`config.mk`:
```
export PLATFORM = sky130hd
export DESIGN_NAME = oam_ram
export DESIGN_NICKNAME = d
export VERILOG_FILES = /design/src/source/dma_pkg.sv /design/src/source/oam_ram.sv
export SDC_FILE = /design/constraint.sdc
export NUM_CORES = 2
export LEC_CHECK = 0
export ABC_CLOCK_PERIOD_IN_PS = 92800
export BUFFER_PORTS_ARGS = -buffer_cell sky130_fd_sc_hd__buf_2
export CAP_MARGIN = 15
export CELL_PAD_IN_SITES_DETAIL_PLACEMENT = 1
export CELL_PAD_IN_SITES_GLOBAL_PLACEMENT = 2
export CORE_MARGIN = 2
export CORE_UTILIZATION = 49
export CTS_CLUSTER_SIZE = 16
export DETAILED_ROUTE_END_ITERATION = 12
export PLACE_DENSITY_LB_ADDON = 0.05
export SETUP_SLACK_MARGIN = 0.02
export SLEW_MARGIN = 20
export SYNTH_ARGS = -nofsm -noshare
export SYNTH_HDL_FRONTEND = slang
export SYNTH_SLANG_ARGS = --single-unit
```
`constraint.sdc`:
```
create_clock -name clk -period 92.8 [get_ports clk]
set_clock_uncertainty 0.15 [all_clocks]
set_input_delay 23.2 -clock clk [delete_from_list [all_inputs] [get_ports clk]]
set_output_delay 23.2 -clock clk [all_outputs]
set_load 0.02 [all_outputs]
```
`src/source/dma_pkg.sv`:
```
package dma_pkg;

  // ==========================================================================
  // memory map
  // ==========================================================================

  // start register, write a source page here to kick off a copy
  localparam logic [15:0] dma_reg_addr = 16'hFF46;

  // object attribute memory sits at FE00..FE9F
  localparam logic [7:0] oam_page   = 8'hFE;
  localparam logic [7:0] oam_length = 8'd160;

  // work ram pages, 8 KiB total
  localparam logic [7:0] wram_first_page = 8'hC0;
  localparam logic [7:0] wram_last_page  = 8'hDF;

  // clock phases spent on every copied byte
  localparam int cycles_per_byte = 4;

  // cpu sees this on oam and work ram while a copy runs
  localparam logic [7:0] blocked_read_value = 8'hFF;

  // ==========================================================================
  // types
  // ==========================================================================

  // one phase per clock, t1 read, t2 capture, t3 write, t4 advance
  typedef enum logic [1:0] {
    t1,
    t2,
    t3,
    t4
  } dma_phase_t;

  // 16-bit bus address, flat or as page and offset
  typedef union packed {
    logic [15:0] word;
    struct packed {
      logic [7:0] page;
      logic [7:0] offset;
    } split;
  } bus_addr_t;

endpackage

```
`src/source/oam_ram.sv`:
```
`timescale 1ns/100ps

module oam_ram (
  input  logic               clk,
  input  logic               reset,

  // cpu port
  input  dma_pkg::bus_addr_t cpu_addr,
  input  logic [7:0]         cpu_wdata,
  input  logic               cpu_write_en,
  input  logic               cpu_read_en,
  output logic [7:0]         cpu_rdata,

  // dma write port
  input  dma_pkg::bus_addr_t dma_addr,
  input  logic [7:0]         dma_wdata,
  input  logic               dma_write_en,
  input  logic               dma_active
);

  import dma_pkg::*;

  // FE00..FE9F
  logic [7:0] mem [oam_length];

  logic cpu_sel;
  logic dma_sel;

  assign cpu_sel = cpu_addr.split.page == oam_page &&
                   cpu_addr.split.offset < oam_length;
  assign dma_sel = dma_addr.split.page == oam_page &&
                   dma_addr.split.offset < oam_length;

  // ==========================================================================
  // write side
  // ==========================================================================
  always_ff @(posedge clk or posedge reset) begin
    if (reset) begin
      for (int i = 0; i < oam_length; i++) begin
        mem[i] <= 8'h00;
      end
    end else if (dma_write_en && dma_sel) begin
      // dma wins over the cpu
      mem[dma_addr.split.offset] <= dma_wdata;
    end else if (cpu_write_en && cpu_sel && !dma_active) begin
      mem[cpu_addr.split.offset] <= cpu_wdata;
    end
  end

  // ==========================================================================
  // cpu read side
  // ==========================================================================
  always_comb begin
    cpu_rdata = 8'h00;
    if (cpu_read_en && cpu_sel) begin
      if (dma_active) begin
        cpu_rdata = blocked_read_value;
      end else begin
        cpu_rdata = mem[cpu_addr.split.offset];
      end
    end
  end

endmodule

```
==> qor.txt <==
CTS tree = done
deepest clock path buffer count = 3
Post-synth EDFFs = 0
antenna violations before repair = 10
most frequent cells in the layout = 1296 x nor2_1, 1280 x dfrtp_1, 1272 x a221o_1, 300 x mux4_2, 151 x clkbuf_16
PortBufs = 61
clock slew at reported path FFs = 0.06 ns
asr flop ratio synth = 1.00
Layout area overhead = 9.77%
kind of start point of the critical path = primary input
Initial Util = 0.493
DRC viols = 0
count of cell types in the netlist = 63
wire per inst = 39.7 um
WL final = 296000 um
final net count = 5530
CP max-delay cell = o41ai_1
Fill cells = 13900
CP Data Required Time = 69.45 ns
grt total ovfl = 0
routed wl met3 = 32800 um
average cell area after synthesis = 12.2 um^2
Yosys reg bits = 1280
Sum Neg Setup Slack = 0 ns
Fmax = 19.1 MHz
post-synthesis sequential area ratio = 0.467
Crit. End Element = output port
antenna fix cells = 0
Final min period = 52.34 ns
Initial DRC Count = 7798
Die ar. = 143000 um^2
Die W = 378 um
Overall Global Routing Usage = 0.414
Largest regs = mem: 1280 flops
PD cells = 16.5 nW/um^2
Ys Warns = 0
commonest non-fill, non-tap cell in the layout = nor2_1
Max-Cap Viols = 0
run status = finished clean
Syn Nets = 5700
Primary FF master, synth = dfrtp_1
Final GP Congestion = 0.933
Crit path arrival time = 28.99 ns
CTS H-tree depth = 4
TritonRoute pass-1 iters = 8
Post-CTS Resized = 0
Biggest register = mem
period utilization = 0.564
LEAKAGE = 34.0 nW
Clock Root Buffer = clkbuf_16
CP Class = primary input to output port
number of buffers created by CTS = 147
Cell Rows = 137
Slew headroom = 0.169
final hold viol count = 0
Final Max Slew Viols = 0
critical-path cell list = buf_8, buf_4, buf_4, buf_4, buf_4, mux4_2, a22oi_1, a21oi_1, o41ai_1, a41oi_1, buf_2
slack of the critical path = 40.46 ns
Worst Path Max Fanout = 74
die height = 378 um
uppermost layer routed = met5
largest net degree at the start of global routing = 161
Final HPWL DP = 179000 um
post-place setup slack = 40.57 ns
first-pass GRT wire length = 431000 um
max FFs per register = 1280
share of layout cells above drive strength 1 = 0.224
met2 WL post-DR = 127000 um
post-CTS setup buffer count = 0
via count = 57500
Worst-Skew Late Latency = 0.78 ns
Post-Synthesis Cells = 5646
core area = 139000 um^2
Setup violations, final = 0
most frequent CP cell = buf_4
vias per inst = 7.69
Num Clock Sinks = 1280
Tightest Pin Transition = 1.25 ns
worst hold path type = flop to flop
RSZ-0062 raised after global routing = false
Post-Syn Area = 68700 um^2
flop-to-flop setup slack = 91.65 ns
Routed Antenna Nets = 0
delay of the slowest cell on the worst path = 0.99 ns
Post-Route M1 WL = 121000 um
vias in the first global route = 57300
io pins = 62
cts hold-fix bufs = 0
worst vdd ir = 0.0157 mV
==> worst paths after layout <==
kind / startpoint / to / cells after the start
setup / recovery: cpu_addr[1] / cpu_rdata[4] / 11
hold / removal: mem[239] / mem[239] / 1
setup reg to reg: mem[399] / mem[399] / 1
hold reg to reg: mem[239] / mem[239] / 1
max in group asynchronous: reset / mem[183] / 6
min in group asynchronous: reset / mem[273] / 2
==> cells in the mapped netlist, drive strengths merged (3+ instances only) <==
cell	count	area [um^2]
a221oi	14	123
o41ai	5	43.8
mux4	300	6760
dfrtp	1280	32000
a22o	15	131
nand4b	4	35.0
a22oi	105	788
nor4	4	25.0
nand3	20	105
o22ai	11	68.8
mux2i	75	751
nor2b	15	93.8
o31ai	3	22.5
nor2	1312	4950
nand2b	8	50.1
mux2	7	78.8
a21oi	202	1770
and2	14	87.6
buf	246	1330
nand4	5	31.3
o211ai	159	2780
a41oi	5	43.8
nand2	68	258
a31oi	3	18.8
o21ai	7	35.0
a221o	1272	12700
nor3	177	2240
clkbuf	284	1070
==> power breakdown <==
| group | internal [W] | switching, W | total (W) |
|---|---|---|---|
| clock | 0.000343 | 0.000254 | 0.000597 |
| combinational | 0.0000130 | 0.0000727 | 0.0000856 |
| sequential | 0.000558 | 0.000000153 | 0.000558 |
==> through the flow <==
stage	cell area (um^2)	std cells	total power, W	hold slack, ns	utilization
after detailed placement	70500	7202	0.000652	0.339	0.506
after floorplan	68700	5646	0.000616	0.323	-
after CTS	75300	7467	0.00124	0.360	0.540
after global placement	70500	7202	0.000651	0.340	0.506
final	75400	7468	0.00124	0.354	0.541
after global routing	75400	7468	0.00127	0.367	0.541
==> final cells by class <==
class | count | area, um^2 | share of cell area
flip-flops and latches | 1280 | 32000 | 0.425
well taps | 1876 | 2350 | 0.0311
repair buffers | 211 | 1610 | 0.0213
clock inverters | 44 | 447 | 0.00593
multi-input cells | 3834 | 34500 | 0.458
inverters | 2 | 15.0 | 0.000199
clock buffers | 221 | 4380 | 0.0581
==> metal layers <==
metal | vias up | track usage
met5 | - | 0
met4 | 14 | 0.186
met3 | 712 | 0.113
met2 | 3540 | 0.596
met1 | 30700 | 0.582
li1 | 22500 | -
==> worst max-delay path, delay by kind of cell <==
kind | cells | cell delay [ns]
AOI/OAI and AO/OA | 4 | 1.83
muxes | 1 | 0.39
buffers and inverters | 6 | 3.45
==> kinds of logic (layout without fill, tap and decap cells) <==
group                  count (synthesis)  count (layout)  share of synthesized area
and+or+nand+nor                     1639            1639                      0.116
muxes                                382             382                      0.111
DFF                                 1280            1280                      0.467
buffers and inverters                532             478                     0.0350
AOI/OAI and AO/OA                   1813            1813                      0.272
Power figures use the tool's default switching activity.
