## src/source/dma_pkg.sv

```systemverilog
package dma_pkg;

  // ==========================================================================
  // memory map
  // ==========================================================================

  // start register, write a source page here to kick off a copy
  localparam logic [15:0] dma_reg_addr = 16'hFF46;

  // object attribute memory sits at FE00..FE9F
  localparam logic [7:0] oam_page   = 8'hFE;
  localparam logic [7:0] oam_length = 8'd160;

  // work ram pages, 8 KiB total
  localparam logic [7:0] wram_first_page = 8'hC0;
  localparam logic [7:0] wram_last_page  = 8'hDF;

  // clock phases spent on every copied byte
  localparam int cycles_per_byte = 4;

  // cpu sees this on oam and work ram while a copy runs
  localparam logic [7:0] blocked_read_value = 8'hFF;

  // ==========================================================================
  // types
  // ==========================================================================

  // one phase per clock, t1 read, t2 capture, t3 write, t4 advance
  typedef enum logic [1:0] {
    t1,
    t2,
    t3,
    t4
  } dma_phase_t;

  // 16-bit bus address, flat or as page and offset
  typedef union packed {
    logic [15:0] word;
    struct packed {
      logic [7:0] page;
      logic [7:0] offset;
    } split;
  } bus_addr_t;

endpackage

```

## src/source/oam_dma.sv

```systemverilog
`timescale 1ns/100ps

module oam_dma (
  input  logic               clk,
  input  logic               reset,

  // cpu side, only the start register lives here
  input  dma_pkg::bus_addr_t cpu_addr,
  input  logic [7:0]         cpu_wdata,
  input  logic               cpu_write_en,
  input  logic               cpu_read_en,
  output logic [7:0]         cpu_rdata,

  // copy side towards work ram and oam
  output dma_pkg::bus_addr_t dma_addr,
  output logic               dma_read_en,
  output logic               dma_write_en,
  output logic [7:0]         dma_wdata,
  input  logic [7:0]         dma_rdata,
  output logic               dma_active
);

  import dma_pkg::*;

  // source page, reads back on FF46
  logic [7:0] src_page;

  // byte index 0..159
  logic [7:0] dma_index;
  dma_phase_t phase;

  logic      reg_sel;
  logic      start;
  logic      last_byte;
  bus_addr_t read_addr;
  bus_addr_t write_addr;

  assign reg_sel   = cpu_addr.word == dma_reg_addr;
  assign start     = cpu_write_en && reg_sel;
  assign last_byte = dma_index == oam_length - 8'd1;

  // source is page:index, destination FE:index
  assign read_addr.word  = {src_page, dma_index};
  assign write_addr.word = {oam_page, dma_index};

  // ==========================================================================
  // start register read back
  // ==========================================================================
  always_comb begin
    cpu_rdata = 8'h00;
    if (cpu_read_en && reg_sel) begin
      cpu_rdata = src_page;
    end
  end

  // ==========================================================================
  // phase sequencer
  // ==========================================================================
  always_ff @(posedge clk or posedge reset) begin
    if (reset) begin
      src_page     <= 8'h00;
      dma_index    <= 8'd0;
      phase        <= t1;
      dma_active   <= 1'b0;
      dma_read_en  <= 1'b0;
      dma_write_en <= 1'b0;
    end else if (start) begin
      // also a restart when a copy is already running
      src_page     <= cpu_wdata;
      dma_index    <= 8'd0;
      phase        <= t1;
      dma_active   <= 1'b1;
      dma_read_en  <= 1'b0;
      dma_write_en <= 1'b0;
    end else if (dma_active) begin
      unique case (phase)
        t1: begin
          // read address goes out with read_en
          dma_read_en  <= 1'b1;
          dma_write_en <= 1'b0;
          phase        <= t2;
        end
        t2: begin
          // byte is captured, switch to writing
          dma_read_en  <= 1'b0;
          dma_write_en <= 1'b1;
          phase        <= t3;
        end
        t3: begin
          // oam takes the byte on this edge
          phase <= t4;
        end
        t4: begin
          dma_write_en <= 1'b0;
          phase        <= t1;
          if (last_byte) begin
            dma_active <= 1'b0;
            dma_index  <= 8'd0;
          end else begin
            dma_index <= dma_index + 8'd1;
          end
        end
      endcase
    end
  end

  // ==========================================================================
  // address and in-flight byte
  // ==========================================================================
  always_ff @(posedge clk) begin
    if (dma_active && !start) begin
      if (phase == t1) begin
        dma_addr <= read_addr;
      end else if (phase == t2) begin
        // the one byte held between read and write
        dma_addr  <= write_addr;
        dma_wdata <= dma_rdata;
      end
    end
  end

endmodule

```

## config.mk

```make
export PLATFORM = sky130hd
export DESIGN_NAME = oam_dma
export DESIGN_NICKNAME = d
export VERILOG_FILES = /design/src/source/dma_pkg.sv /design/src/source/oam_dma.sv
export SDC_FILE = /design/constraint.sdc
export NUM_CORES = 1
export LEC_CHECK = 0
export ABC_CLOCK_PERIOD_IN_PS = 4850
export BUFFER_PORTS_ARGS = -buffer_cell sky130_fd_sc_hd__buf_2
export CORE_MARGIN = 1
export CORE_UTILIZATION = 36
export CTS_CLUSTER_SIZE = 14
export DETAILED_ROUTE_END_ITERATION = 10
export GPL_TIMING_DRIVEN = 0
export PLACE_DENSITY = 0.58
export SETUP_SLACK_MARGIN = 0.1
export SYNTH_ARGS = -nofsm -noshare
export SYNTH_HDL_FRONTEND = slang
export SYNTH_SLANG_ARGS = --single-unit
```

## constraint.sdc

```tcl
create_clock -name clk -period 4.85 [get_ports clk]
set_input_delay 0.2425 -clock clk [delete_from_list [all_inputs] [get_ports clk]]
set_output_delay 0.2425 -clock clk [all_outputs]
set_load 0.02 [all_outputs]
```

==> results.cfg, run 1 <==
[grt]
overflow = 0
grt_pass1_wl_um = 5440
grt_usage_pct = 13.1
grt_pass1_vias = 1168
antenna_found_initial = 0
grt_max_degree = 22

[drt]
vias = 1342
ant_nets = 0
routed_wl_um = 3500
via_per_inst = 4.64
route.detailed.drc = 0
drt-pass1-iter-count = 6
routedWlPerCell_um = 12.1
drt_iter0_markers = 79

[floorplan]
start_util_pct = 37.8
die_x_um = 75.7
io_pins = 71
die_area_sq_um = 5730
rows = 26
die_h_um = 75.7
core-area_sq_um = 5170

[min_path]
hp-class = input pin to asynchronous set/reset pin

[cells_and_area]
syn2layout_area_growth_pct = 27.1
insertedDiodeCount = 0
layout.nets = 259
drive_above_1_share_pct = 42.5

[synth]
netlist_top_cells_area = edfxtp_1, dfrtp_1, mux2_4
syn_nets = 182
synth_top_area_share_pct = 36.9
ys_seq_area_share_pct = 63.7
synth-seq-cells = 45
syn_avg_cell_area_sq_um = 13.9
synth_area_sq_um = 1960
yosys_warnings = 0
synth_area_leader_cell = edfxtp_1
synth.distinct_cells = 35
syn_inst = 141

[placement]
io_buffers = 70
hpwl_um = 2620
place_congestion = 0.757

[timing]
setup_viol = 0
finClkSkew_ps = 2.40
period_share_pct = 47.1
timing.hold.ws_ps = 86.8
worstMarginPinSlew_ps = 977
maxSlewHeadroom_pct = 34.3
fmax_mhz = 438
finalSetupTns_ps = 0
maxSlewViolCount = 0
finalHoldViolCount = 0
finalCriticalPeriod_ps = 2280
grt_setup_unrepaired = false

[worst_setup_path]
cp.arrival_ps = 2210
setup.worst_path.class = register to register
end_kind = register
critPathRequiredTime_ps = 4780
cp-start-kind = register
r2r_slack_ps = 2570
crit_fanout = 16

[job]
drv_cap = 0

[power]
ir_drop_mv = 0.135
power.density_nw_per_um2 = 265
leakage_nw = 1.20

[clocking]
clock_path_buffers = 2
numCtsBuffers = 5
postCtsResizedCells = 0
path_clk_slew_ps = 80
cts_setup_buffers = 0
cts_hold_buffers = 0
insertion_delay_ps = 290
root_buffer = clkbuf_8
cts_tree = done
htree_levels = 2
clock_sinks = 45

[outcome]
status = complete, no violations
==> state kept, by name, summed over array words and instances (netlist names) <==
name,count
dma_addr,16
phase,2
dma_read_en,1
dma_index,8
dma_wdata,8
src_page,8
dma_write_en,1
dma_active,1
==> layout make-up <==
cell class | count | area [sq um]
Tap cell | 70 | 87.6
Fill cell | 474 | 2690
Timing Repair Buffer | 70 | 350
Clock buffer | 5 | 68.8
Clock inverter | 3 | 21.3
Multi-Input combinational cell | 88 | 657
Inverter | 3 | 11.3
Sequential cell | 45 | 1250
Buffer | 5 | 43.8
==> critical path: stages, from the launching register on <==
cell      delay, ps
dfrtp_1         420
inv_1            90
ha_1            190
clkbuf_1        370
o21ai_0         180
nor2_2          650
==> cell usage in the layout (no fill, tap or decap), types with 7 or more instances in the layout <==
master and count:
nand3_1 8, edfxtp_1 24, and3_1 9, dfrtp_1 21, nand2_1 7, nand2b_1 7, nor2_1 9, buf_2 71
==> metrics by stage <==
step	std cells	cell area (sq um)	total power [W]	utilization [%]	setup slack, ps
floorplan	141	1960	0.000423	-	2720
global placement	281	2390	0.000441	46.3	2200
detailed placement	281	2390	0.000442	46.3	2180
CTS	289	2480	0.000671	48.0	2150
global route	289	2490	0.000689	48.1	2340
finish	289	2490	0.000660	48.1	2570
==> path summary, 6_finish.rpt <==
path,startpoint,end,cells after the start
hold reg to reg,dma_index[7]$_DFFE_PP0P_,dma_addr[7]$_DFFE_PP_,0
setup reg to reg,phase[0]$_DFFE_PP0P_,dma_addr[1]$_DFFE_PP_,5
max in group asynchronous,reset,dma_index[1]$_DFFE_PP0P_,2
hold / removal,reset,dma_index[3]$_DFFE_PP0P_,2
min in group clk,dma_rdata[2],dma_wdata[2]$_DFFE_PP_,1
setup / recovery,phase[0]$_DFFE_PP0P_,dma_addr[1]$_DFFE_PP_,5
==> power by group <==
| group | internal [W] | leakage, nW | switching (W) |
|---|---|---|---|
| registers | 0.000402 | 0.481 | 0.00000213 |
| logic | 0.0000149 | 0.671 | 0.0000131 |
| clock network | 0.000102 | 0.0445 | 0.000125 |
==> cells by family (layout without fill, tap and decap cells) <==
group                    after synthesis  in the layout  share of synthesized area, %
buffers and inverters                  8             86                          2.81
adder cells (fa/ha/maj)                5              5                          3.20
AO/OA/AOI/OAI                         13             13                          3.97
XOR/XNOR                               3              3                          1.34
multiplexers                           9              9                          6.08
flip-flops                            45             45                          63.7
AND/OR/NAND/NOR                       58             58                          18.9
==> routing by layer <==
metal	track usage [%]	routed length, um
met2	20.8	1720
met4	5.56	41
met5	0	0
met3	3.84	218
met1	16.6	1520
==> synth_stat cells <==
master / count
edfxtp_1: 24
dfrtp_1: 21
nor2_1: 10
and3_1: 9
nand3_1: 8
nand2_1: 7
nand2b_1: 7
a21oi_1: 5
ha_1: 5
mux2_4: 5
and2_1: 3
inv_1: 3
mux2_2: 3
nor3_1: 3
o21ai_0: 3
a211oi_1: 2
clkbuf_1: 2
nand4_1: 2
nand4b_4: 2
xor2_1: 2
a21o_1: 1
a311oi_1: 1
a31oi_1: 1
buf_12: 1
buf_2: 1
buf_6: 1
mux2i_1: 1
nand4b_1: 1
nand4bb_1: 1
nor2b_1: 1
nor4_4: 1
nor4bb_1: 1
or3_1: 1
or4_1: 1
xnor2_1: 1
Note: power is estimated with default switching activity, not from simulation.
==> run 2: changes to the inputs <==
- ABC_CLOCK_PERIOD_IN_PS: 4850 -> 2100
- PLACE_DENSITY: 0.58 -> 0.61
- clock period: 4.85 -> 2.1 ns (I/O delays scaled with it)
==> run 2 against run 1 <==
  * Cell count up 3.8%
  * Die area unchanged
  * Routed wire length up 3.9%
  * Clock skew up 0.57 ps
  * Count of clock-buffer cells in the layout increased by 1
  * Largest power group unchanged
  * Highest routed layer unchanged
==> results.cfg, run 2 (same netlist as run 1, synthesis figures left out) <==
[timing]
finalHoldViolCount = 0
fmax_mhz = 555
finalSetupTns_ps = 0
setup_viol = 0
finalCriticalPeriod_ps = 1800
worstMarginPinSlew_ps = 793
finClkSkew_ps = 2.97
grt_setup_unrepaired = false
fin_ws_ps = 299
timing.hold.ws_ps = 35.7
period_share_pct = 85.8
maxSlewHeadroom_pct = 47.1
maxSlewViolCount = 0

[cells_and_area]
largest_reg_flops = 16
insertedDiodeCount = 0
regMostFlops = dma_addr
layout.nets = 270
mostFrequentLayoutCell = buf_2
drive_above_1_share_pct = 42.2
syn2layout_area_growth_pct = 34.6
mostFrequentLayoutCells = buf_2, edfxtp_1, dfrtp_1

[floorplan]
die_area_sq_um = 5730
rows = 26
core-area_sq_um = 5170
die_x_um = 75.7
die_h_um = 75.7
io_pins = 71
start_util_pct = 37.8

[placement]
dpl_worst_slack_ps = -189
io_buffers = 70
hpwl_um = 2570
place_congestion = 0.801

[drt]
route.detailed.drc = 0
routedWlPerCell_um = 12.1
drt-pass1-iter-count = 4
routed_wl_um = 3630
vias = 1377
drt_iter0_markers = 88
via_per_inst = 4.59
ant_nets = 0

[clocking]
path_clk_slew_ps = 80
clock_sinks = 45
root_buffer = clkbuf_8
htree_levels = 2
numCtsBuffers = 5
cts_tree = done
insertion_delay_ps = 290
clock_path_buffers = 2

[grt]
grt_max_degree = 22
antenna_found_initial = 0
overflow = 0
grt_pass1_vias = 1265
grt_usage_pct = 13.8
grt_pass1_wl_um = 5690

[power]
leakage_nw = 1.26
ir_drop_mv = 0.262
power.density_nw_per_um2 = 637

[worst_setup_path]
slowest_delay_ps = 520
end_kind = register
cp_cell_sequence = inv_1, ha_1, clkbuf_2, nor3_2
cp-start-kind = register
crit_fanout = 10
critPathRequiredTime_ps = 2040
cp_top_family = simple AND/OR/NAND/NOR gates
cp.arrival_ps = 1740
crit_buf_inv = 2
cpMaxStageDelayCell = nor3_2
setup.worst_path.class = register to register

[job]
drv_cap = 0

[min_path]
hp-class = input pin to register

[outcome]
status = complete, no violations
[run 2: per-layer routing]
layer / global-route usage [%] / share of wire, %
met1: 17.2 / 43
met2: 22.1 / 48
met3: 4.10 / 6.6
met4: 6.38 / 2.4
met5: 0 / 0
[run 2: final timing paths]
path	start	to	slack (ps)	cells past startpoint
max	phase[0]$_DFFE_PP0P_	dma_wdata[5]$_DFFE_PP_	300	4
min reg2reg	dma_index[7]$_DFFE_PP0P_	dma_addr[7]$_DFFE_PP_	520	0
max reg2reg	phase[0]$_DFFE_PP0P_	dma_wdata[5]$_DFFE_PP_	300	4
min	cpu_wdata[6]	src_page[6]$_DFFE_PP0P_	40	2
max in group asynchronous	reset	phase[1]$_DFFE_PP0P_	1100	3
min in group asynchronous	reset	phase[0]$_DFFE_PP0P_	510	3
[run 2: per-stage QoR]
| stage | instance area (sq um) | instances | power [W] | util (%) |
|---|---|---|---|---|
| final | 2630 | 300 | 0.00168 | 50.9 |
| after CTS | 2630 | 300 | 0.00170 | 50.9 |
| after global routing | 2630 | 300 | 0.00174 | 50.9 |
| after detailed placement | 2400 | 281 | 0.00102 | 46.3 |
| after floorplan | 1960 | 141 | 0.000977 | - |
| after global placement | 2400 | 281 | 0.00102 | 46.3 |
[run 2: final cells by class]
type	count	area [sq um]
fill	456	2540
sequential	45	1250
multi-input combinational	88	667
timing repair buffer	81	455
tap	70	87.6
clock buffer	6	82.6
buffer	5	45.0
clock inverter	2	37.5
inverter	3	11.3
[run 2: report_power, final]
part	internal [W]	switching, W
Sequential	0.000929	0.00000501
Clock	0.000386	0.000278
Combinational	0.0000454	0.0000332
Total	0.00136	0.000316
[run 2: timing repair]
action | CTS | global route
gates resized for setup | 2 | 2
endpoints found under the hold margin | 29 | 0
endpoints found under the setup margin | 24 | 24
buffers inserted | 2 | 0
hold buffers | 9 | 0
pin swaps | 1 | 0
